## config.mk

```make
export PLATFORM = sky130hd
export DESIGN_NAME = mem_wb_stage_flat
export DESIGN_NICKNAME = d
export VERILOG_FILES = /design/src/cpu_pkg.sv /design/src/fwd_if.sv /design/src/mem_wb_stage.sv /design/src/flat_wrapper.sv
export SDC_FILE = /design/constraint.sdc
export NUM_CORES = 1
export LEC_CHECK = 0
export CAP_MARGIN = 40
export CORE_AREA = 2 2 313 315
export DETAILED_ROUTE_END_ITERATION = 12
export DIE_AREA = 0 0 315 317
export DONT_BUFFER_PORTS = 1
export GPL_ROUTABILITY_DRIVEN = 0
export GPL_TIMING_DRIVEN = 0
export PLACE_DENSITY = 0.3
export REMOVE_ABC_BUFFERS = 1
export SLEW_MARGIN = 20
export SYNTH_ARGS = -nofsm -noshare
export SYNTH_HDL_FRONTEND = slang
export SYNTH_SLANG_ARGS = --single-unit
```

## constraint.sdc

```tcl
create_clock -name vclk -period 2.3
set_input_delay 0.345 -clock vclk [all_inputs]
set_output_delay 0.345 -clock vclk [all_outputs]
set_load 0.01 [all_outputs]
```

## src/cpu_pkg.sv

```systemverilog
`default_nettype none

package cpu_pkg;

  localparam int unsigned xlen       = 64;
  localparam int unsigned reg_addr_w = 5;
  localparam int unsigned zero_reg   = 31;

  localparam logic [10:0] op_add  = 11'b10001011000;
  localparam logic [10:0] op_sub  = 11'b11001011000;
  localparam logic [10:0] op_and  = 11'b10001010000;
  localparam logic [10:0] op_orr  = 11'b10101010000;
  localparam logic [10:0] op_ldur = 11'b11111000010;
  localparam logic [10:0] op_stur = 11'b11111000000;
  localparam logic [9:0]  op_addi = 10'b1001000100;
  localparam logic [9:0]  op_subi = 10'b1101000100;
  localparam logic [7:0]  op_cbz  = 8'b10110100;
  localparam logic [5:0]  op_b    = 6'b000101;

  typedef enum logic [2:0] {
    alu_add,
    alu_sub,
    alu_and,
    alu_or,
    alu_pass_b
  } alu_op_e;

  typedef enum logic [1:0] {
    cls_mem    = 2'b00, // Address add
    cls_branch = 2'b01, // Pass B for CBZ
    cls_rtype  = 2'b10  // Operation from opcode
  } alu_class_e;

  typedef struct packed {
    alu_class_e alu_class;
    logic       alu_src;
    logic       zero_branch;
    logic       uncond_branch;
    logic       mem_read;
    logic       mem_write;
    logic       reg_write;
    logic       mem_to_reg;
  } ctrl_t;

  typedef struct packed {
    logic [xlen-1:0] pc;
    logic [31:0]     instr;
  } if_id_t;

  typedef struct packed {
    ctrl_t                 ctrl;
    logic [xlen-1:0]       pc;
    logic [xlen-1:0]       rs1_data;
    logic [xlen-1:0]       rs2_data;
    logic [xlen-1:0]       imm;
    logic [10:0]           opcode;
    logic [reg_addr_w-1:0] rd;
    logic [reg_addr_w-1:0] rs1;
    logic [reg_addr_w-1:0] rs2;
  } id_ex_t;

  typedef struct packed {
    logic                  zero_branch;
    logic                  uncond_branch;
    logic                  mem_read;
    logic                  mem_write;
    logic                  reg_write;
    logic                  mem_to_reg;
    logic [xlen-1:0]       branch_target;
    logic                  alu_zero;
    logic [xlen-1:0]       alu_result;
    logic [xlen-1:0]       store_data;
    logic [reg_addr_w-1:0] rd;
  } ex_mem_t;

  typedef struct packed {
    logic                  reg_write;
    logic                  mem_to_reg;
    logic [xlen-1:0]       alu_result;
    logic [xlen-1:0]       load_data;
    logic [reg_addr_w-1:0] rd;
  } mem_wb_t;

endpackage

`default_nettype wire

```

## src/fwd_if.sv

```systemverilog
`timescale 1ns/1ps
`default_nettype none

interface fwd_if;
  logic [cpu_pkg::reg_addr_w-1:0] mem_rd;
  logic                           mem_reg_write;
  logic [cpu_pkg::xlen-1:0]       mem_result;    // EX/MEM ALU result
  logic [cpu_pkg::reg_addr_w-1:0] wb_rd;
  logic                           wb_reg_write;
  logic [cpu_pkg::xlen-1:0]       wb_data;       // Selected writeback value

  modport ex_src (output mem_rd, mem_reg_write, mem_result);
  modport wb_src (output wb_rd, wb_reg_write, wb_data);
  modport fwd_sink (
    input mem_rd, mem_reg_write, mem_result,
    input wb_rd, wb_reg_write, wb_data
  );
  modport rf_sink (input wb_rd, wb_reg_write, wb_data);
endinterface

`default_nettype wire

```

## src/mem_wb_stage.sv

```systemverilog
`timescale 1ns/1ps
`default_nettype none

module mem_wb_stage (
  input  wire cpu_pkg::ex_mem_t          ex_mem,
  input  wire logic [cpu_pkg::xlen-1:0]  mem_rdata,
  input  wire cpu_pkg::mem_wb_t          mem_wb,
  output logic      [cpu_pkg::xlen-1:0]  mem_addr,
  output logic      [cpu_pkg::xlen-1:0]  mem_wdata,
  output logic                           mem_read,
  output logic                           mem_write,
  output logic                           redirect,
  output logic      [cpu_pkg::xlen-1:0]  redirect_pc,
  output cpu_pkg::mem_wb_t               mem_wb_next,
  fwd_if.wb_src                          fwd
);

  assign mem_addr  = ex_mem.alu_result;
  assign mem_wdata = ex_mem.store_data;
  assign mem_read  = ex_mem.mem_read;
  assign mem_write = ex_mem.mem_write;

  assign redirect    = ex_mem.uncond_branch | (ex_mem.zero_branch & ex_mem.alu_zero);
  assign redirect_pc = ex_mem.branch_target;

  always_comb begin
    mem_wb_next.reg_write  = ex_mem.reg_write;
    mem_wb_next.mem_to_reg = ex_mem.mem_to_reg;
    mem_wb_next.alu_result = ex_mem.alu_result;
    mem_wb_next.load_data  = mem_rdata;
    mem_wb_next.rd         = ex_mem.rd;
  end

  assign fwd.wb_rd        = mem_wb.rd;
  assign fwd.wb_reg_write = mem_wb.reg_write;
  assign fwd.wb_data      = mem_wb.mem_to_reg ? mem_wb.load_data : mem_wb.alu_result;

endmodule

`default_nettype wire

```

## src/flat_wrapper.sv

```systemverilog
// flat-port wrapper written by rule: the top's interface ports become plain ports
module mem_wb_stage_flat 
  (ex_mem, mem_rdata, mem_wb, mem_addr, mem_wdata, mem_read, mem_write, redirect, redirect_pc, mem_wb_next, fwd_wb_rd, fwd_wb_reg_write, fwd_wb_data);
  fwd_if fwd_i ();
  input  wire cpu_pkg::ex_mem_t ex_mem;
  input  wire logic [cpu_pkg::xlen-1:0] mem_rdata;
  input  wire cpu_pkg::mem_wb_t mem_wb;
  output logic      [cpu_pkg::xlen-1:0] mem_addr;
  output logic      [cpu_pkg::xlen-1:0] mem_wdata;
  output logic mem_read;
  output logic mem_write;
  output logic redirect;
  output logic      [cpu_pkg::xlen-1:0] redirect_pc;
  output cpu_pkg::mem_wb_t mem_wb_next;
  output wire logic [$bits(fwd_i.wb_rd)-1:0] fwd_wb_rd;
  output wire logic [$bits(fwd_i.wb_reg_write)-1:0] fwd_wb_reg_write;
  output wire logic [$bits(fwd_i.wb_data)-1:0] fwd_wb_data;
  assign fwd_wb_rd = fwd_i.wb_rd;
  assign fwd_wb_reg_write = fwd_i.wb_reg_write;
  assign fwd_wb_data = fwd_i.wb_data;
  mem_wb_stage u_core (.ex_mem(ex_mem), .mem_rdata(mem_rdata), .mem_wb(mem_wb), .mem_addr(mem_addr), .mem_wdata(mem_wdata), .mem_read(mem_read), .mem_write(mem_write), .redirect(redirect), .redirect_pc(redirect_pc), .mem_wb_next(mem_wb_next), .fwd(fwd_i));
endmodule
```

-- Yosys cells after proc, flatten, opt, wreduce, memory -nomap -nowiden
Index checks and enable logic that the tools add are counted.
- multiplexer cells: 1
- bitwise logic cells: 2
- operator list (cell ; count):
    two-way mux 64 bit ; 1
    bitwise AND 1 bit ; 1
    OR 1 bit ; 1
- flip-flop bits (word level): 0
- input bits: 403
- output and inout port bits: 400
- logic and storage cells: 3

-- Logic depth before layout (Yosys ltp)
- depth in word-level cells: 2
- mapped depth: 3
- depth with buffers taken out: 1

-- Worst setup path after synthesis
OpenSTA, ideal clock, no wires.
- path type: input-to-output
- start point: input mem_wb[133] in the netlist's numbering
- end point: output fwd_wb_data[10]
- arrival time: 0.976 ns
- required time: 1.955 ns
- path slack: 0.979 ns
- stages on the path: 3
- path buffers: 2
- cell sequence: buf_6 buf_12 mux2_4
- longest elaborated chain between the ends: 1
- RTL lines (item ; RTL line ; text):
    from (decl) ; flat_wrapper.sv:7 ; input wire cpu_pkg::mem_wb_t mem_wb;
    two-way mux 64 bit ; mem_wb_stage.sv:36 ; assign fwd.wb_data = mem_wb.mem_to_reg ? mem_wb.load_data : mem_wb.alu_result;
    to (decl) ; flat_wrapper.sv:17 ; output wire logic [$bits(fwd_i.wb_data)-1:0] fwd_wb_data;
Every way passes these cells.

-- Worst setup path after layout
- start point: input mem_wb[133] in the netlist's numbering
- end point: output fwd_wb_data[0]
The elaborated chain is that of the path after synthesis.

==> results.json <==
{
  "outcome": "finished, final reports clean",
  "max_clock_freq_mhz": 860,
  "start_kind": "input port",
  "ys_types": 6,
  "antennaDiodeCount": 0,
  "final_common_cell": "mux2_4",
  "placeableCoreArea_um2": 96300,
  "fin_setup_tns_ps": 0,
  "grt_util_all_layers": 0.210,
  "rsz0062_at_grt": "false",
  "final_cell_count_no_fill": 1341,
  "critPathBufInv": 0,
  "synth_top_cell_by_area": "buf_4",
  "synth_area_um2": 3600,
  "cp.required_ps": 1960,
  "cp-endpoint": "fwd_wb_data[0]",
  "hold_ws_ps": 690,
  "finalCritPeriodShare": 0.506,
  "critPathKind": "in -> out",
  "nClkBuffers": 0,
  "grt_pass1_vias": 1556,
  "ctsHoldBuffers": 0,
  "die-height_um": 317,
  "min_path_cells": 0,
  "wl_per_cell_um": 81.3,
  "synth_area_per_cell_um2": 8.84,
  "ys_seq_area_frac": 0,
  "synth_top_area_frac": 0.699,
  "setup_viol_count_final": 0,
  "cp_num_cells": 1,
  "hold_viol_final": 0,
  "post_cts_buffers": 0,
  "arrival_ps": 820,
  "initial_core_util": 0.0374,
  "ioPinCount": 803,
  "avgViaCountPerCell": 1.31,
  "cp_slowest_stage_delay_ps": 390,
  "cts_resized": 0,
  "cp_slowest_cell": "mux2_2",
  "dp_cells": 1341,
  "ir_drop_v": 0.0000536,
  "seq_area_um2": 0,
  "firstDrtPassIters": 4,
  "dr.first_iter.drc_count": 109,
  "cp-startpoint": "mem_wb[133]",
  "die_w_um": 315,
  "placementRows": 114,
  "antenna_left": 0,
  "worstPathCellList": "mux2_2",
  "syn_to_final_growth_pct": -29.2,
  "power.density_nw_per_um2": 88.8,
  "grt.overflow.total": 0,
  "maxSlewHeadroom": 0.891,
  "seq_cell_count": 0,
  "grt_max_degree": 65,
  "grt_pass1_wl_um": 112000,
  "final_cell_mix": "mux2_4, mux2_2, a21o_1",
  "via_count": 1755,
  "fillers": 11443,
  "finalCriticalPeriod_ps": 1160,
  "cp_max_fo": 64,
  "synthTopCellsByArea": "buf_4, mux2_4, buf_12",
  "p_leak_nw": 0.514,
  "ys_warn_count": 0,
  "maxCapViolCount": 0,
  "die-area_um2": 99900,
  "synth_cells": 407,
  "drive_above_1_share": 0.985,
  "nNetsFinal": 470,
  "drv_slew": 0,
  "drt_wl_total_um": 109000,
  "tightest_slew_ps": 165,
  "drc": 0,
  "dpl_worst_slack_ps": 1170,
  "hold_path_class": "in -> out",
  "fin_ws_ps": 1140,
  "cp_top_family": "multiplexers",
  "end_kind": "primary output",
  "antenna_found_initial": 0,
  "port_buffers": 0
}
-- stage by stage --
stage / power (mW) / util / area (um2)
floorplan: 0.202 / - / 953
global placement: 0.235 / 0.0265 / 2550
detailed placement: 0.229 / 0.0265 / 2550
CTS: 0.231 / 0.0265 / 2550
global route: 0.244 / 0.0265 / 2550
finish: 0.226 / 0.0265 / 2550
-- cells in the mapped netlist (all sizes together) --
library cell  instances
a21o                  1
mux2                 64
buf                 342
-- metal layers --
layer  routed length (um)  up-vias  GRT usage  share of wire
met5                  327        -     0.0218         0.0030
met4                  792        8     0.0118         0.0073
met3                33300       20      0.302           0.31
met2                67700      915      0.470           0.62
met1                 6800      552     0.0363          0.062
li1                     -      260          -              -
-- where the power goes --
group | switching (mW) | leakage (nW) | internal (mW)
registers | 0 | 0 | 0
clock network | 0 | 0 | 0
logic | 0.0926 | 0.514 | 0.134
total | 0.0926 | 0.514 | 0.134
-- cells by family (layout without fill, tap and decap cells) --
logic type      after synthesis  count (layout)  share of synthesized area
compound gates                1               1                    0.00209
mux                          64              64                      0.263
buf+inv                     342               0                      0.735
-- final cells by class --
| cell class | instances | area (um2) | share of cell area |
|---|---|---|---|
| tap | 1276 | 1600 | 0.626 |
| multi-input combinational | 65 | 953 | 0.374 |
-- worst min path at each step --
stage                 startpoint               to  slack [ps]
floorplan              mem_wb[0]     fwd_wb_rd[0]         690
global placement    mem_rdata[7]  mem_wb_next[12]         690
detailed placement  mem_rdata[7]  mem_wb_next[12]         690
CTS                 mem_rdata[7]  mem_wb_next[12]         690
global route        mem_rdata[7]  mem_wb_next[12]         690
finish              mem_rdata[7]  mem_wb_next[12]         690
No activity file was read; power rests on OpenSTA's default activity.
