### config.mk
export PLATFORM = sky130hd
export DESIGN_NAME = execute_stage_flat
export DESIGN_NICKNAME = d
export VERILOG_FILES = /design/src/cpu_pkg.sv /design/src/fwd_if.sv /design/src/execute_stage.sv /design/src/flat_wrapper.sv
export SDC_FILE = /design/constraint.sdc
export NUM_CORES = 1
export LEC_CHECK = 0
export ABC_AREA = 1
export BUFFER_PORTS_ARGS = -buffer_cell sky130_fd_sc_hd__buf_2
export CORE_AREA = 2 2 244 246
export DETAILED_ROUTE_END_ITERATION = 7
export DIE_AREA = 0 0 246 248
export PLACE_DENSITY = 0.67
export SYNTH_ARGS = -nofsm -noshare
export SYNTH_HDL_FRONTEND = slang
export SYNTH_SLANG_ARGS = --single-unit
### constraint.sdc
create_clock -name vclk -period 6.4
set_input_delay 0.96 -clock vclk [all_inputs]
set_output_delay 0.96 -clock vclk [all_outputs]
set_load 0.02 [all_outputs]
### src/cpu_pkg.sv
`default_nettype none

package cpu_pkg;

  localparam int unsigned xlen       = 64;
  localparam int unsigned reg_addr_w = 5;
  localparam int unsigned zero_reg   = 31;

  localparam logic [10:0] op_add  = 11'b10001011000;
  localparam logic [10:0] op_sub  = 11'b11001011000;
  localparam logic [10:0] op_and  = 11'b10001010000;
  localparam logic [10:0] op_orr  = 11'b10101010000;
  localparam logic [10:0] op_ldur = 11'b11111000010;
  localparam logic [10:0] op_stur = 11'b11111000000;
  localparam logic [9:0]  op_addi = 10'b1001000100;
  localparam logic [9:0]  op_subi = 10'b1101000100;
  localparam logic [7:0]  op_cbz  = 8'b10110100;
  localparam logic [5:0]  op_b    = 6'b000101;

  typedef enum logic [2:0] {
    alu_add,
    alu_sub,
    alu_and,
    alu_or,
    alu_pass_b
  } alu_op_e;

  typedef enum logic [1:0] {
    cls_mem    = 2'b00, // Address add
    cls_branch = 2'b01, // Pass B for CBZ
    cls_rtype  = 2'b10  // Operation from opcode
  } alu_class_e;

  typedef struct packed {
    alu_class_e alu_class;
    logic       alu_src;
    logic       zero_branch;
    logic       uncond_branch;
    logic       mem_read;
    logic       mem_write;
    logic       reg_write;
    logic       mem_to_reg;
  } ctrl_t;

  typedef struct packed {
    logic [xlen-1:0] pc;
    logic [31:0]     instr;
  } if_id_t;

  typedef struct packed {
    ctrl_t                 ctrl;
    logic [xlen-1:0]       pc;
    logic [xlen-1:0]       rs1_data;
    logic [xlen-1:0]       rs2_data;
    logic [xlen-1:0]       imm;
    logic [10:0]           opcode;
    logic [reg_addr_w-1:0] rd;
    logic [reg_addr_w-1:0] rs1;
    logic [reg_addr_w-1:0] rs2;
  } id_ex_t;

  typedef struct packed {
    logic                  zero_branch;
    logic                  uncond_branch;
    logic                  mem_read;
    logic                  mem_write;
    logic                  reg_write;
    logic                  mem_to_reg;
    logic [xlen-1:0]       branch_target;
    logic                  alu_zero;
    logic [xlen-1:0]       alu_result;
    logic [xlen-1:0]       store_data;
    logic [reg_addr_w-1:0] rd;
  } ex_mem_t;

  typedef struct packed {
    logic                  reg_write;
    logic                  mem_to_reg;
    logic [xlen-1:0]       alu_result;
    logic [xlen-1:0]       load_data;
    logic [reg_addr_w-1:0] rd;
  } mem_wb_t;

endpackage

`default_nettype wire

### src/fwd_if.sv
`timescale 1ns/1ps
`default_nettype none

interface fwd_if;
  logic [cpu_pkg::reg_addr_w-1:0] mem_rd;
  logic                           mem_reg_write;
  logic [cpu_pkg::xlen-1:0]       mem_result;    // EX/MEM ALU result
  logic [cpu_pkg::reg_addr_w-1:0] wb_rd;
  logic                           wb_reg_write;
  logic [cpu_pkg::xlen-1:0]       wb_data;       // Selected writeback value

  modport ex_src (output mem_rd, mem_reg_write, mem_result);
  modport wb_src (output wb_rd, wb_reg_write, wb_data);
  modport fwd_sink (
    input mem_rd, mem_reg_write, mem_result,
    input wb_rd, wb_reg_write, wb_data
  );
  modport rf_sink (input wb_rd, wb_reg_write, wb_data);
endinterface

`default_nettype wire

### src/execute_stage.sv
`timescale 1ns/1ps
`default_nettype none

module execute_stage (
  input  wire cpu_pkg::id_ex_t id_ex,
  fwd_if.fwd_sink              fwd,
  output cpu_pkg::ex_mem_t     ex_mem
);

  logic [cpu_pkg::xlen-1:0] op_a, op_b_reg, op_b, alu_result;
  cpu_pkg::alu_op_e         alu_op;

  // Newest producer first: MEM, then WB, then the register value
  function automatic logic [cpu_pkg::xlen-1:0] fwd_operand(
    input logic [cpu_pkg::reg_addr_w-1:0] src,
    input logic [cpu_pkg::xlen-1:0]       reg_val
  );
    logic live;
    live = src != cpu_pkg::reg_addr_w'(cpu_pkg::zero_reg);
    if (live && fwd.mem_reg_write && fwd.mem_rd == src) return fwd.mem_result;
    if (live && fwd.wb_reg_write && fwd.wb_rd == src) return fwd.wb_data;
    return reg_val;
  endfunction

  always_comb begin
    op_a     = fwd_operand(id_ex.rs1, id_ex.rs1_data);
    op_b_reg = fwd_operand(id_ex.rs2, id_ex.rs2_data);
  end

  assign op_b = id_ex.ctrl.alu_src ? id_ex.imm : op_b_reg;

  always_comb begin
    case (id_ex.ctrl.alu_class)
      cpu_pkg::cls_branch: alu_op = cpu_pkg::alu_pass_b;
      cpu_pkg::cls_rtype: begin
        if (id_ex.opcode == cpu_pkg::op_sub || id_ex.opcode[10:1] == cpu_pkg::op_subi)
          alu_op = cpu_pkg::alu_sub;
        else if (id_ex.opcode == cpu_pkg::op_and) alu_op = cpu_pkg::alu_and;
        else if (id_ex.opcode == cpu_pkg::op_orr) alu_op = cpu_pkg::alu_or;
        else alu_op = cpu_pkg::alu_add; // ADD and ADDI
      end
      default: alu_op = cpu_pkg::alu_add; // LDUR/STUR address
    endcase
  end

  always_comb begin
    case (alu_op)
      cpu_pkg::alu_sub:    alu_result = op_a - op_b;
      cpu_pkg::alu_and:    alu_result = op_a & op_b;
      cpu_pkg::alu_or:     alu_result = op_a | op_b;
      cpu_pkg::alu_pass_b: alu_result = op_b; // CBZ tests Rt
      default:             alu_result = op_a + op_b;
    endcase
  end

  always_comb begin
    ex_mem.zero_branch   = id_ex.ctrl.zero_branch;
    ex_mem.uncond_branch = id_ex.ctrl.uncond_branch;
    ex_mem.mem_read      = id_ex.ctrl.mem_read;
    ex_mem.mem_write     = id_ex.ctrl.mem_write;
    ex_mem.reg_write     = id_ex.ctrl.reg_write;
    ex_mem.mem_to_reg    = id_ex.ctrl.mem_to_reg;
    ex_mem.branch_target = id_ex.pc + (id_ex.imm << 2);
    ex_mem.alu_zero      = alu_result == '0;
    ex_mem.alu_result    = alu_result;
    ex_mem.store_data    = op_b_reg;
    ex_mem.rd            = id_ex.rd;
  end

endmodule

`default_nettype wire

### src/flat_wrapper.sv
// flat-port wrapper written by rule: the top's interface ports become plain ports
module execute_stage_flat 
  (id_ex, ex_mem, fwd_mem_rd, fwd_mem_reg_write, fwd_mem_result, fwd_wb_rd, fwd_wb_reg_write, fwd_wb_data);
  fwd_if fwd_i ();
  input  wire cpu_pkg::id_ex_t id_ex;
  output cpu_pkg::ex_mem_t ex_mem;
  input wire logic [$bits(fwd_i.mem_rd)-1:0] fwd_mem_rd;
  input wire logic [$bits(fwd_i.mem_reg_write)-1:0] fwd_mem_reg_write;
  input wire logic [$bits(fwd_i.mem_result)-1:0] fwd_mem_result;
  input wire logic [$bits(fwd_i.wb_rd)-1:0] fwd_wb_rd;
  input wire logic [$bits(fwd_i.wb_reg_write)-1:0] fwd_wb_reg_write;
  input wire logic [$bits(fwd_i.wb_data)-1:0] fwd_wb_data;
  assign fwd_i.mem_rd = fwd_mem_rd;
  assign fwd_i.mem_reg_write = fwd_mem_reg_write;
  assign fwd_i.mem_result = fwd_mem_result;
  assign fwd_i.wb_rd = fwd_wb_rd;
  assign fwd_i.wb_reg_write = fwd_wb_reg_write;
  assign fwd_i.wb_data = fwd_wb_data;
  execute_stage u_core (.id_ex(id_ex), .fwd(fwd_i), .ex_mem(ex_mem));
endmodule
# --- Word level (Yosys, flattened, before mapping) ---
# Index checks and enable logic that the tools add are counted.
classes:
  add_sub_neg: 3
  n_eq_ne: 16
  mux: 20
  bitwise_logic: 2
  n_reduce_logical: 10
ops:
  columns: ["cell", "count"]
  rows:
  - ["64-bit two-way mux", 9]
  - ["64-bit case mux with 4 select lines", 1]
  - ["64-bit adder", 2]
  - ["64-bit AND", 1]
  - ["64-bit zero test", 1]
  - ["64-bit OR", 1]
  - ["64-bit subtractor", 1]
  - ["11-bit == test, second input constant", 3]
  - ["5-bit == test", 4]
  - ["10-bit == test, second input constant", 1]
  - ["5-bit != test, second input constant", 2]
  - ["1-bit logical AND", 8]
  - ["3-bit by 2-bit == test with 1-bit output, second input constant", 2]
  - ["1-bit two-way mux", 6]
  - ["3-bit two-way mux", 2]
  - ["3-bit case mux with 2 select lines", 1]
  - ["3-bit by 1-bit == test with 1-bit output, second input constant", 1]
  - ["3-bit == test, second input constant", 1]
  - ["2-bit by 1-bit == test with 1-bit output, second input constant", 1]
  - ["2-bit == test, second input constant", 1]
  - ["2-bit two-way mux", 1]
  - ["1-bit logical OR", 1]
word_totals:
  register_bits: 0
  input_bits: 431
  output_inout_bits: 204
  word_cells: 51

# --- Depth between registers and ports, before layout ---
depth:
  ltp_word: 11
  mapped_depth: 44
  ltp_nobuf: 44

# --- Least setup slack after synthesis ---
# Ideal clock, no wire load.
synth_timing:
  path_kind: "input to output"
  startpoint: "input port id_ex[3] (netlist name)"
  endpoint: "output port ex_mem[133] (netlist name)"
  arrival_ps: 5392
  path_slack_ps: 48
  stages: 38
  cell_sequence: "inv_2 nand2_1 nand2_1 inv_2 nand2_1 nor2_2 buf_4 nand3_2 nand3_2 o211ai_2 and2_4 inv_1 ha_1 inv_1 nor3_4 nand2_4 nor2_8 nand4_2 [... 2 more ...] xor2_1 ha_1 nand2_1 nor3_1 nand2_1 nor2_1 nand2_1 nand3_1 nand2_1 nand3_1 nand3_1 nor2_1 nand2_1 nor2_1 nand3_1 nor2_1 nand4_1 nor2_2"
synth_lines:
  columns: ["item", "line_no", "source"]
  rows:
  - ["from (decl)", "flat_wrapper.sv:5", "input wire cpu_pkg::id_ex_t id_ex;"]
  - ["to (decl)", "flat_wrapper.sv:6", "output cpu_pkg::ex_mem_t ex_mem;"]

==> flow_summary.yaml <==
timing:
  setup_ws_ns: -0.753
  final_max_slew_viol_count: 0
  fmax_mhz: 140
  grt_setup_unrepaired: "true"
  relSlewSlack_pct: 29.2
  tightestPinTransition_ns: 1.05
  whs_ns: 1.92
  min_period_over_period_pct: 112
  min_period_ns: 7.15
  timing_hold_violations_final: 0
  setup_viol: 21
detailed_routing:
  num_vias: 31500
  drt_iter0_markers: 3838
  wl_per_cell_um: 21.9
  drt_drc_violations_left: 3
  drt_first_pass_iters: 8
  dr_wl_met3_mm: 13.4
  postRouteAntennaNets: 0
  routed.top_layer: "met5"
  vias_per_cell: 5.36
  drt-met1-wl_mm: 53.7
  route.met2.wl_mm: 55.7
  routed_wirelength_mm: 129
yosys:
  synth_top_area_share_pct: 26.5
  yosysWarnings: 0
  synth_common_cells: "1299 x nand2_1, 522 x inv_1, 393 x nand3_1"
  syn_inst: 3761
  ys_seq_area_share_pct: 0
  synth_area_mm2: 0.0184
  synth.area.top_cells: "nand2_1 27%, nand3_1 11%, inv_1 11%"
  synth_nets: 4324
  synth.distinct_cells: 58
  yosysMostFrequentCell: "nand2_1"
  avgSynthCellArea_um2: 4.89
  synth.largest_area_cell: "nand2_1"
final_layout:
  fin_nets: 5648
  fin_area_mm2: 0.0313
  design.seq.count: 0
  num-fill-cells: 6247
  fin_util_pct: 53.6
  area_growth_pct: 70.4
  fin_cells: 5883
  regArea_um2: 0
  drive_gt1_share_pct: 41.1
  clkbuf_count: 0
pwr:
  combPwrFrac_pct: 100.0
  leakage_nw: 17.6
  power.share.clock_pct: 0
  swShare_pct: 58.7
  cellPowerDensity_mw_per_mm2: 129
  vdd_drop_max_uv: 83.6
  p_seq_share_pct: 0
  p_int_mw: 1.67
  p_switching_mw: 2.38
worst_setup_path:
  cp_common_cell: "buf_4"
  endpoint_kind: "output port"
  critPathRequiredTime_ns: 5.44
  max_stage_delay_ns: 0.31
  cp-start-kind: "input pin"
  worstPathArrival_ns: 6.19
  crit_fanout: 5
  critPathSlowestCell: "ha_1"
  critPathKind: "input pin to output port"
global_route:
  grt_pass1_wl_mm: 181
  track_usage_pct: 39.6
  grt_pass1_vias: 28800
  grt_start_max_net_pins: 51
  antenna_found_initial: 34
  grt_overflow: 0
floorplanning:
  die_x_um: 246
  start_util_pct: 31.4
  dieArea_mm2: 0.0610
  ios: 635
  design.core.area_mm2: 0.0585
  num_rows: 89
  die_h_um: 248
placement:
  portBuffers: 609
  placed_cell_area_mm2: 0.0276
  gp_congestion: 1.05
  dp_slack_ns: -1.14
  dp.final_hpwl_mm: 111
  dp_cells: 5758
status:
  failed_checks: "DRC, setup timing"
  status: "complete, but fails checks"
clocking:
  cts_hold_buf: 0
worst_hold_path:
  hold_depth: 0
  hp-class: "input pin to output port"
run:
  maxCapViolCount: 0
==> final timing paths <==
check | slack, ns | to | start
max | -0.75 | ex_mem[133] | id_ex[1]
min | 1.92 | ex_mem[1] | id_ex[11]
==> placed cells by master (no fill, tap or decap), types with 24 or more instances in the layout <==
| cell type | instances |
|---|---|
| nand2_1 | 1177 |
| buf_4 | 776 |
| buf_2 | 575 |
| inv_1 | 485 |
| nand3_1 | 330 |
| nor2_1 | 245 |
| a21oi_1 | 149 |
| nand2_2 | 119 |
| o21ai_0 | 117 |
| ha_1 | 101 |
| nor2_2 | 97 |
| xor2_1 | 76 |
| nand3_2 | 69 |
| nor2_4 | 59 |
| inv_2 | 56 |
| o21ai_1 | 53 |
| a21oi_2 | 49 |
| buf_6 | 48 |
| nand4_1 | 43 |
| and2_1 | 37 |
| o21ai_2 | 34 |
| xnor2_1 | 32 |
| buf_12 | 30 |
| diode_2 | 27 |
| nand2_4 | 27 |
| or2_2 | 24 |
| ha_4 | 24 |
==> logic make-up after synthesis <==
family,share of synthesized area (%)
AOI/OAI and AO/OA,16.9
adders and majority gates,9.07
buffers and inverters,14.5
xor gates and xnor gates,5.86
and+or+nand+nor,53.7
==> cell type report <==
class / instances / area, um^2 / share of cell area, %
Inverter: 545 / 2070 / 6.61
Antenna cell: 27 / 67.6 / 0.216
Timing Repair Buffer: 1436 / 10000 / 31.9
Multi-Input combinational cell: 3102 / 18200 / 58.1
Tap cell: 773 / 967 / 3.09
==> power by group through the flow <==
stage | Clock [mW] | Sequential, mW | Combinational [mW]
finish | 0.000000515 | 0 | 4.05
global route | 0.000000418 | 0 | 4.28
CTS | 0 | 0 | 3.59
detailed placement | 0 | 0 | 3.40
global placement | 0 | 0 | 3.41
floorplan | 0 | 0 | 1.69
==> critical path: cells and delay by family <==
family	cells	cell delay [ns]
compound gates	3	0.23
xor+xnor	1	0.22
fa+ha+maj	2	0.44
buf+inv	11	1.10
simple gates	23	3.20
==> through the flow <==
step	TNS (ns)	total power [mW]
2_1_floorplan	0	1.69
3_3_place_gp	-8.43	3.41
3_5_place_dp	-9.61	3.40
4_1_cts	-2.38	3.59
5_1_grt	-9.23	4.28
6_report	-4.13	4.05
==> metal layers <==
layer  up-vias  global-route usage [%]
li1      14700                       -
met1     14600                    54.9
met2      1881                    62.0
met3       278                    5.60
met4         4                    14.1
met5         -                       0
==> what timing repair did <==
item                                    4_1_cts  5_1_grt
cloned                                        5        0
setup buffers                                55       42
endpoints found under the setup margin       35       52
pin swaps                                    60      209
gates resized for setup                     280      492
(Power assumes the default switching activity.)
