$ cat src/cpu_pkg.sv
`default_nettype none

package cpu_pkg;

  localparam int unsigned xlen       = 64;
  localparam int unsigned reg_addr_w = 5;
  localparam int unsigned zero_reg   = 31;

  localparam logic [10:0] op_add  = 11'b10001011000;
  localparam logic [10:0] op_sub  = 11'b11001011000;
  localparam logic [10:0] op_and  = 11'b10001010000;
  localparam logic [10:0] op_orr  = 11'b10101010000;
  localparam logic [10:0] op_ldur = 11'b11111000010;
  localparam logic [10:0] op_stur = 11'b11111000000;
  localparam logic [9:0]  op_addi = 10'b1001000100;
  localparam logic [9:0]  op_subi = 10'b1101000100;
  localparam logic [7:0]  op_cbz  = 8'b10110100;
  localparam logic [5:0]  op_b    = 6'b000101;

  typedef enum logic [2:0] {
    alu_add,
    alu_sub,
    alu_and,
    alu_or,
    alu_pass_b
  } alu_op_e;

  typedef enum logic [1:0] {
    cls_mem    = 2'b00, // Address add
    cls_branch = 2'b01, // Pass B for CBZ
    cls_rtype  = 2'b10  // Operation from opcode
  } alu_class_e;

  typedef struct packed {
    alu_class_e alu_class;
    logic       alu_src;
    logic       zero_branch;
    logic       uncond_branch;
    logic       mem_read;
    logic       mem_write;
    logic       reg_write;
    logic       mem_to_reg;
  } ctrl_t;

  typedef struct packed {
    logic [xlen-1:0] pc;
    logic [31:0]     instr;
  } if_id_t;

  typedef struct packed {
    ctrl_t                 ctrl;
    logic [xlen-1:0]       pc;
    logic [xlen-1:0]       rs1_data;
    logic [xlen-1:0]       rs2_data;
    logic [xlen-1:0]       imm;
    logic [10:0]           opcode;
    logic [reg_addr_w-1:0] rd;
    logic [reg_addr_w-1:0] rs1;
    logic [reg_addr_w-1:0] rs2;
  } id_ex_t;

  typedef struct packed {
    logic                  zero_branch;
    logic                  uncond_branch;
    logic                  mem_read;
    logic                  mem_write;
    logic                  reg_write;
    logic                  mem_to_reg;
    logic [xlen-1:0]       branch_target;
    logic                  alu_zero;
    logic [xlen-1:0]       alu_result;
    logic [xlen-1:0]       store_data;
    logic [reg_addr_w-1:0] rd;
  } ex_mem_t;

  typedef struct packed {
    logic                  reg_write;
    logic                  mem_to_reg;
    logic [xlen-1:0]       alu_result;
    logic [xlen-1:0]       load_data;
    logic [reg_addr_w-1:0] rd;
  } mem_wb_t;

endpackage

`default_nettype wire

$ cat src/fetch_unit.sv
`timescale 1ns/1ps
`default_nettype none

module fetch_unit #(
  parameter logic [cpu_pkg::xlen-1:0] reset_pc = '0
) (
  input  wire logic                      CLOCK,
  input  wire logic                      rst_n,
  input  wire logic                      stall,
  input  wire logic                      redirect,
  input  wire logic [cpu_pkg::xlen-1:0]  redirect_pc,
  output logic      [cpu_pkg::xlen-1:0]  pc
);

  always_ff @(posedge CLOCK or negedge rst_n) begin
    if (!rst_n) begin
      pc <= reset_pc;
    end else if (redirect) begin // Taken branch from MEM
      pc <= redirect_pc;
    end else if (!stall) begin
      pc <= pc + cpu_pkg::xlen'(4);
    end
  end

endmodule

`default_nettype wire

$ cat config.mk
export PLATFORM = sky130hd
export DESIGN_NAME = fetch_unit
export DESIGN_NICKNAME = d
export VERILOG_FILES = /design/src/cpu_pkg.sv /design/src/fetch_unit.sv
export SDC_FILE = /design/constraint.sdc
export NUM_CORES = 1
export LEC_CHECK = 0
export ABC_AREA = 1
export BUFFER_PORTS_ARGS = -buffer_cell sky130_fd_sc_hd__buf_2
export CORE_MARGIN = 1.5
export CORE_UTILIZATION = 35
export CTS_BUF_LIST = sky130_fd_sc_hd__clkbuf_8
export CTS_CLUSTER_DIAMETER = 200
export DETAILED_ROUTE_END_ITERATION = 10
export GPL_TIMING_DRIVEN = 0
export PLACE_DENSITY_LB_ADDON = 0.2
export SLEW_MARGIN = 20
export SYNTH_ARGS = -nofsm -noshare
export SYNTH_HDL_FRONTEND = slang
export SYNTH_SLANG_ARGS = --single-unit
$ cat constraint.sdc
create_clock -name CLOCK -period 1.53 [get_ports CLOCK]
set_input_delay 0.2295 -clock CLOCK [delete_from_list [all_inputs] [get_ports CLOCK]]
set_output_delay 0.2295 -clock CLOCK [all_outputs]
set_load 0.02 [all_outputs]
* Yosys cells after proc, flatten, opt, wreduce, memory -nomap -nowiden
Cells that the tools add are included.
** Word-level totals
- Register bits :: 64
- Input port bits :: 68
** Operators by class
- Add/sub/neg operators :: 1
- Eq/ne operators :: 1
- Multiplexer cells :: 2
** Operator list (count)
- $mux W64 :: 2
- $add A64 B3 Y64 const B :: 1
- $ne A2 B1 Y1 const B :: 1

* Longest topological paths before layout
Gate-level depths: netlist of the first run.
- Word-level depth :: 3
- Gate-level depth with buffers :: 10

* Worst setup path after synthesis of the first run
Ideal clock, no wire load.
- Path type :: register to register
- Start point :: register pc[3] (netlist bit)
- End point :: register pc[56] (netlist bit)
- Required time :: 1.413 ns
- Stages on the path, launching flop included :: 11
- Path buffers :: 0
- Clock period less this slack :: 1.673 ns
- Setup time :: 0.117 ns
- Setup slack :: -0.143 ns
- Data arrival time :: 1.555 ns
- Path through :: dfrtp_1 ha_1 nand2_2 nor2_8 nand2_4 nor2_4 nand2_4 nor2_1 nand2_1 nand3_1 nand2_1
** On the way
- Word-level cells in the longest chain between the ends :: 3
** RTL lines
- from (decl) :: RTL line fetch_unit.sv:12 : output logic [cpu_pkg::xlen-1:0] pc
- from (signal assigned) :: RTL line fetch_unit.sv:17 : pc <= reset_pc;
- from (signal assigned) :: RTL line fetch_unit.sv:19 : pc <= redirect_pc;
- from (signal assigned) :: RTL line fetch_unit.sv:21 : pc <= pc + cpu_pkg::xlen'(4);
- $add A64 B3 Y64 :: RTL line fetch_unit.sv:21
- $mux W64 :: RTL line fetch_unit.sv:20 : end else if (!stall) begin
- $mux W64 :: RTL line fetch_unit.sv:18 : end else if (redirect) begin
No other way between the ends. The select of a mux whose other input is x is not followed.
A chain may end at the register's enable or synchronous reset.

* Worst setup path after layout of the first run
- Start point :: register pc[2] (netlist bit)
- End point :: register pc[46] (netlist bit)
Same word-level chain as after synthesis.

==> metrics.md, run 1 <==
| Metric | Value |
|---|---|
| Endpoints failing hold | 0 |
| Clock sink count | 64 |
| CP Capture Type | flip-flop |
| Worst-Skew Late Latency | slightly below 0.4 ns |
| HPWL after DPL | around 14,000 um |
| Ports | approximately 130 |
| Largest regs | pc x64 |
| Starting Density | 0.3568 |
| Initial antenna violation count | 0 |
| Sw power | just under 2 mW |
| Number of core rows | 43 |
| Power share of the combinational group | 0.284 |
| Clock power frac | 0.328 |
| CTS clk-pin slew, worst paths | about 0.080 ns |
| Vias per Instance | a little under 5 |
| Critical Path RT | around 1.9 ns |
| CTS tree | done |
| Antenna Cells | 0 |
| Final wirelength | 19,420 um |
| Fin Clk Skew | about 0.025 ns |
| Ys Warns | 0 |
| Max Cap Viol | 0 |
| Flop pwr share | 0.388 |
| Failing checks | negative setup slack |
| Vias | slightly below 6k |
| Seq/Total Area, Yosys | 0.3246 |
| Clk buf depth | 2 |
| Global-route wire length before repair | slightly below 30,000 um |
| Syn Nets | a little under 900 |
| Finished Core Util | 0.5182 |
| CTS buffer count | 9 |
| DR WL met3 | between 1000 and 1500 um |
| Slew margin rel. | 0.4607 |
| Max stage delay cell, worst path | dfrtp_2 |
| Final hold slack | 0.04295 ns |
| M1 wire length | 9120 um |
| Initial drt markers | 578 |
| Synth Instances | around 810 |
| Die width | 121.7 um |
| Arrival time at the worst endpoint | 1.93 ns |
| Sw Share | 0.3567 |
| Leakage | ~3.5 nW |
| Total internal power | around 3.5 mW |
| RSZ-0062 raised after global routing | yes |
| Setup slack after layout | -0.08504 ns |
| Largest register FFs | 64 |
| Pins over their slew limit | 0 |
| Clk Tree Root Cell | clkbuf_8 |
| Drt drc | 0 |
| Ys async rst share | 1.000 |
| Post-synthesis register bit count | 64 |
| Post-layout minimum cycle time | between 1.5 and 2 ns |
| Die height | about 120 um |
| P&R area growth vs syn | 45.24% |
| Routability cong. | about 0.95 |
| Grt total ovfl | 0 |
| CP max stage delay | between 0.4 and 0.5 ns |
| Fmax | between 0.6 and 0.7 GHz |
| Fillers | roughly 1.4k |
| Share of post-route cells with drive strength above 1 | 0.3848 |
| TritonRoute pass-1 iters | 5 |
| Mapped Area | between 4000 and 5000 um^2 |
| Tightest Hold Check Type | in -> reg |
| Netlist cell types | 29 |
| Gr usage total | 0.2681 |
| Core outline area | approximately 14,000 um^2 |
| Top sig layer | met4 |
| Pin count of the biggest net entering global routing | 39 |
| Post-synth EDFFs | 0 |
| Crit path cell chain | ha_4 -> nand2_4 -> nor2_8 -> nand2_4 -> nor2_2 -> nand2_1 -> o21ai_0 -> nand3_1 -> nand2_1 |
| PortBufs | 130 |
| Die Area | approximately 15,000 um^2 |
| H-tree depth | 3 |
| Crit-path leading delay family | simple AND/OR/NAND/NOR gates |
| Routed met2 length | ~8400 um |
| Tot Pwr | about 5.5 mW |
| Fin crit share | 1.056 |
| Largest reg by FF count | pc |
| Vias in the first global route | between 5k and 6k |
| PwrDens | 767.5 nW/um^2 |
| Status | finished with violations |
| Final setup fails | 20 |
| Nets | 1,075 |
| Setup_tns | -0.8373 ns |
| Post-synthesis average cell area | just over 6 um^2 |
| Synth Flop Type | dfrtp_1 |
| Least-Margin Pin Slew | 0.8090 ns |
| Crit path buf inv count | 0 |
| CP Class | reg -> reg |
| CP startpoint kind | flip-flop |
| Max rail drop VDD | 0.4283 mV |
| DR WL/cell | between 15 and 20 um |
| Antenna Nets Post-Route | 0 |
| Crit Path Max Fanout | 5 |
## worst paths after layout
| kind | cells past startpoint | slack (ns) | to | from |
|---|---|---|---|---|
| min in group asynchronous | 2 | 0.30 | pc[31] | rst_n |
| hold / removal | 3 | 0.04 | pc[1] | redirect_pc[1] |
| hold reg to reg | 2 | 0.47 | pc[0] | pc[0] |
| setup reg to reg | 9 | -0.09 | pc[46] | pc[2] |
| max in group asynchronous | 3 | 0.66 | pc[15] | rst_n |
| setup / recovery | 9 | -0.09 | pc[46] | pc[2] |
## per-layer routing
layer | track usage | vias to the layer above
met5 | 0 | -
li1 | - | 2917
met3 | 0.04167 | 32
met2 | 0.3877 | 226
met4 | 0.1169 | 0
met1 | 0.3931 | 2712
## through the flow
step | instances | cell area [um^2] | setup WS (ns)
after global routing | 1191 | 7166 | -0.1897
final | 1191 | 7166 | -0.08504
after detailed placement | 1116 | 5852 | -0.4223
after CTS | 1157 | 6543 | -0.07820
after floorplan | 805 | 4954 | 0.002578
after global placement | 1115 | 5829 | -0.3924
## tightest hold or removal path: stages
cell and delay [ns]:
buf_2 0.07, nand2_1 0.04, nand2_1 0.05
## cell type report
cell class | count | area, um^2 | area share
clock inverters | 7 | 105.1 | 0.01467
well taps | 180 | 225.2 | 0.03143
inverters | 114 | 427.9 | 0.05972
flip-flops and latches | 64 | 1640 | 0.2289
repair buffers | 190 | 1167 | 0.1629
clock buffers | 9 | 123.9 | 0.01729
multi-input cells | 609 | 3401 | 0.4746
plain buffers | 18 | 75.07 | 0.01048
## cells in the final DEF (no fill, tap or decap), drive strengths merged
cell type,n
o21bai,11
dlygate4sd3,1
dfrtp,64
o21ai,56
nand3,74
xnor2,6
nand4,9
nand2,288
nor2,128
xor2,13
a22o,4
nor3,2
buf,195
o221ai,1
o211ai,12
a21oi,4
clkbuf,21
bufinv,3
ha,1
clkinv,1
inv,117
## power groups by stage
stage / clock, mW / sequential [mW] / combinational [mW]
5_1_grt: 1.89 / 2.16 / 1.72
2_1_floorplan: 0 / 2.31 / 0.556
3_5_place_dp: 0 / 2.17 / 1.23
6_report: 1.80 / 2.14 / 1.56
3_3_place_gp: 0 / 2.17 / 1.22
4_1_cts: 1.81 / 2.13 / 1.36
## synthesized netlist by cell type, drive strengths merged, types with 2 or more instances
master    n  area (um^2)
inv     113        424.2
o21ai    56        280.3
a22o      4        35.03
xor2     13        113.9
o21bai   11        82.58
a21oi     4        20.02
nor2    128        561.8
nor3      2        15.01
clkbuf   12        45.04
dfrtp    64         1602
xnor2     6        52.55
buf       6        28.77
nand2   288         1121
o211ai   12        90.09
nand4     9        56.30
nand3    74        380.4
## kinds of logic after synthesis
| kind of cell | Yosys count | share of synthesized area |
|---|---|---|
| xor+xnor | 19 | 0.03373 |
| buf+inv | 132 | 0.1017 |
| fa+ha+maj | 1 | 0.002536 |
| simple gates | 501 | 0.4327 |
| compound gates | 88 | 0.1047 |
| flops | 64 | 0.3246 |
## timing repair
action,in CTS,in global routing
hold endpoints to repair,26,0
endpoints found under the setup margin,47,53
gates resized for setup,87,117
hold buffers,1,0
pin swaps,33,35
setup buffers,24,34
No activity file was read; power rests on OpenSTA's default activity.
==> run 2, diff against run 1 <==
--- a/config.mk
+++ b/config.mk
@@ -12,7 +12,7 @@
 export CTS_BUF_LIST = sky130_fd_sc_hd__clkbuf_8
 export CTS_CLUSTER_DIAMETER = 200
 export DETAILED_ROUTE_END_ITERATION = 10
-export GPL_TIMING_DRIVEN = 0
+export GPL_TIMING_DRIVEN = 1
 export PLACE_DENSITY_LB_ADDON = 0.2
 export SLEW_MARGIN = 20
 export SYNTH_ARGS = -nofsm -noshare
==> metrics.md, run 2 (synthesis gave the netlist of run 1 again) <==
| Metric | Value |
|---|---|
| Status | finished with violations |
| Failing checks | negative setup slack |
| Largest reg by FF count | pc |
| Clk buf depth | 2 (unchanged) |
| Post-layout minimum cycle time | 1.598 ns (-0.01682 ns) |
| Clk Tree Root Cell | clkbuf_8 |
| DR WL met3 | 1031 um (-20%) |
| Grt total ovfl | 0 (unchanged) |
| Fmax | 0.6257 GHz (+1.1%) |
| Area of the multi-input gates | 3172 um^2 (-6.7%) |
| Most used cell, CP | nand3_1 |
| Crit path buf inv count | 1 (+1) |
| Final hold slack | 0.05572 ns (+0.01277 ns) |
| Crit Path Max Fanout | 4 (-1) |
| Largest regs | pc x64 |
| Tot Pwr | 5.186 mW (-5.7%) |
| PortBufs | 131 (+0.77%) |
| Critical Path RT | 1.79 ns (-0.06 ns) |
| Routed met2 length | 8097 um (-3.6%) |
| Tightest Hold Check Type | in -> reg |
| Worst hold path depth | 3 (unchanged) |
| Placement Cell Area | 6626 um^2 (+13%) |
| Final wirelength | 18,670 um (-3.8%) |
| Cells after DPL | 1,210 (+8.4%) |
| Number of core rows | 43 (unchanged) |
| DP Worst Slack | -0.05401 ns (+0.3683 ns) |
| H-tree depth | 3 (unchanged) |
| Die width | 121.7 um (unchanged) |
| M1 wire length | 9168 um (+0.53%) |
| Starting Density | 0.3568 (unchanged) |
| Total internal power | 3.272 mW (-7.5%) |
| Sw power | 1.913 mW (-2.5%) |
| Vias in the first global route | 5,582 (+6.7%) |
| Pin count of the biggest net entering global routing | 65 (+67%) |
| RR Startpoint | pc[3] |
| CTS tree | done |
| TritonRoute pass-1 iters | 5 (unchanged) |
| Power share of the combinational group | 0.325 (+0.041) |
| Antenna Nets Post-Route | 0 (unchanged) |
| Final setup fails | 19 (-5.0%) |
| PwrDens | 709.0 nW/um^2 (-7.6%) |
| Pins over their slew limit | 0 (unchanged) |
| Least-Margin Pin Slew | 0.3767 ns (-0.4322 ns) |
| Flop pwr share | 0.402 (+0.014) |
| Design area | 7315 um^2 (+2.1%) |
| P&R area growth vs syn | 48.26% |
| Max Cap Viol | 0 (unchanged) |
| Fin crit share | 1.045 (-0.01099) |
| CTS buffer count | 9 (unchanged) |
| Worst R2R End | pc[46] |
| Slew margin rel. | 0.7488 (+0.2881) |
| Largest register FFs | 64 (unchanged) |
| Ports | 132 (unchanged) |
| Setup slack after layout | -0.06822 ns (+0.01682 ns) |
| Crit-path leading delay family | simple AND/OR/NAND/NOR gates |
| Setup_tns | -0.6764 ns (+0.1609 ns) |
| Sw Share | 0.3690 (+0.01230) |
| Fin Clk Skew | 0.008373 ns (-0.01623 ns) |
| Core outline area | 13,830 um^2 (unchanged) |
| Gr usage total | 0.2559 (-0.01221) |
| Worst-Skew Late Latency | 0.37 ns (-0.02 ns) |
| Max stage delay cell, worst path | dfrtp_2 |
| CP max stage delay | 0.41 ns (about the same) |
| Max rail drop VDD | 0.2989 mV (-30%) |
| Global-route wire length before repair | 28,730 um (-1.9%) |
| Endpoints failing hold | 0 (unchanged) |
| CP Capture Type | flip-flop |
| Clock sink count | 64 (unchanged) |
| CTS clk-pin slew, worst paths | 0.08 ns (about the same) |
| Initial antenna violation count | 0 (unchanged) |
| Register area | 1612 um^2 (-1.8%) |
| Most frequent cells in the layout | nand2_1, buf_2, buf_4 |
| Initial drt markers | 456 (-21%) |
| CP Class | reg -> reg |
| Routability cong. | 0.9399 (-0.73%) |
| Hold Path End | pc[1] |
| Fillers | 1,447 (+2.7%) |
| Hold Startpoint | redirect_pc[1] |
| Share of post-route cells with drive strength above 1 | 0.3706 (-0.01412) |
| Clock power frac | 0.273 (-0.055) |
| Finished Core Util | 0.5290 (+0.01077) |
| Top sig layer | met4 |
| Flop2flop setup slack | -0.07 ns (+0.02 ns) |
| Vias per Instance | 4.855 (-1.8%) |
| Die height | 121.7 um (unchanged) |
| HPWL after DPL | 14,450 um (+1.2%) |
| Crit path cell chain | ha_4 -> nand2_4 -> nor2_8 -> buf_4 -> nand3_2 -> nor2_2 -> nand3_1 -> nand3_1 -> nand2_1 |
| CP startpoint kind | flip-flop |
| Antenna Cells | 0 (unchanged) |
| RSZ-0062 raised after global routing | yes |
| Most common cell after layout, fill and taps aside | nand2_1 |
| Vias | 6,035 (+2.5%) |
| Nets | 1,127 (+4.8%) |
| Arrival time at the worst endpoint | 1.86 ns (-0.07 ns) |
| Drt drc | 0 (unchanged) |
| Die Area | 14,820 um^2 (unchanged) |
| Reg2reg path depth | 9 (unchanged) |
| Leakage | 3.728 nW (+6.5%) |
| DR WL/cell | 15.02 um (-7.9%) |
| Fin cells | 1,243 (+4.4%) |
-- run 2: power by group through the flow --
| stage | combinational (mW) | sequential [mW] | clock [mW] |
|---|---|---|---|
| after floorplan | 0.556 | 2.31 | 0 |
| after global placement | 1.56 | 2.10 | 0 |
| after detailed placement | 1.57 | 2.09 | 0 |
| after CTS | 1.61 | 2.07 | 1.45 |
| after global routing | 1.86 | 2.11 | 1.51 |
| final | 1.68 | 2.08 | 1.42 |
-- run 2: area by class of cell --
type                    count  share of cell area
clock inverters             4            0.002566
inverters                 114             0.05850
clock buffers              12             0.02258
multi-input cells         609              0.4336
flip-flops and latches     64              0.2203
well taps                 180             0.03079
repair buffers            260              0.2316
-- run 2: timing repair --
action	CTS	global route
hold endpoints to repair	64	0
hold buffers	1	0
buffers inserted	6	10
cloned	0	0
endpoints found under the setup margin	38	49
gates resized for setup	31	87
pin swaps	12	38
-- run 2: worst reg2reg max path, delay by kind of cell (launching register included) --
kind | cells | cell delay, ns
simple gates | 7 | 0.80
flops | 1 | 0.41
fa+ha+maj | 1 | 0.16
buf+inv | 1 | 0.14
-- run 2: per-layer routing --
metal / global-route usage / vias to the layer above
li1: - / 3017
met1: 0.3717 / 2805
met2: 0.3895 / 193
met3: 0.03324 / 20
met4: 0.09044 / 0
met5: 0 / -
-- run 2: worst max-delay path by stage --
stage,to,cells after the start,from
3_3_place_gp,pc[59],8,pc[31]
5_1_grt,pc[49],10,pc[6]
4_1_cts,pc[42],10,pc[3]
3_5_place_dp,pc[46],8,pc[2]
2_1_floorplan,pc[41],9,pc[4]
6_report,pc[46],9,pc[3]
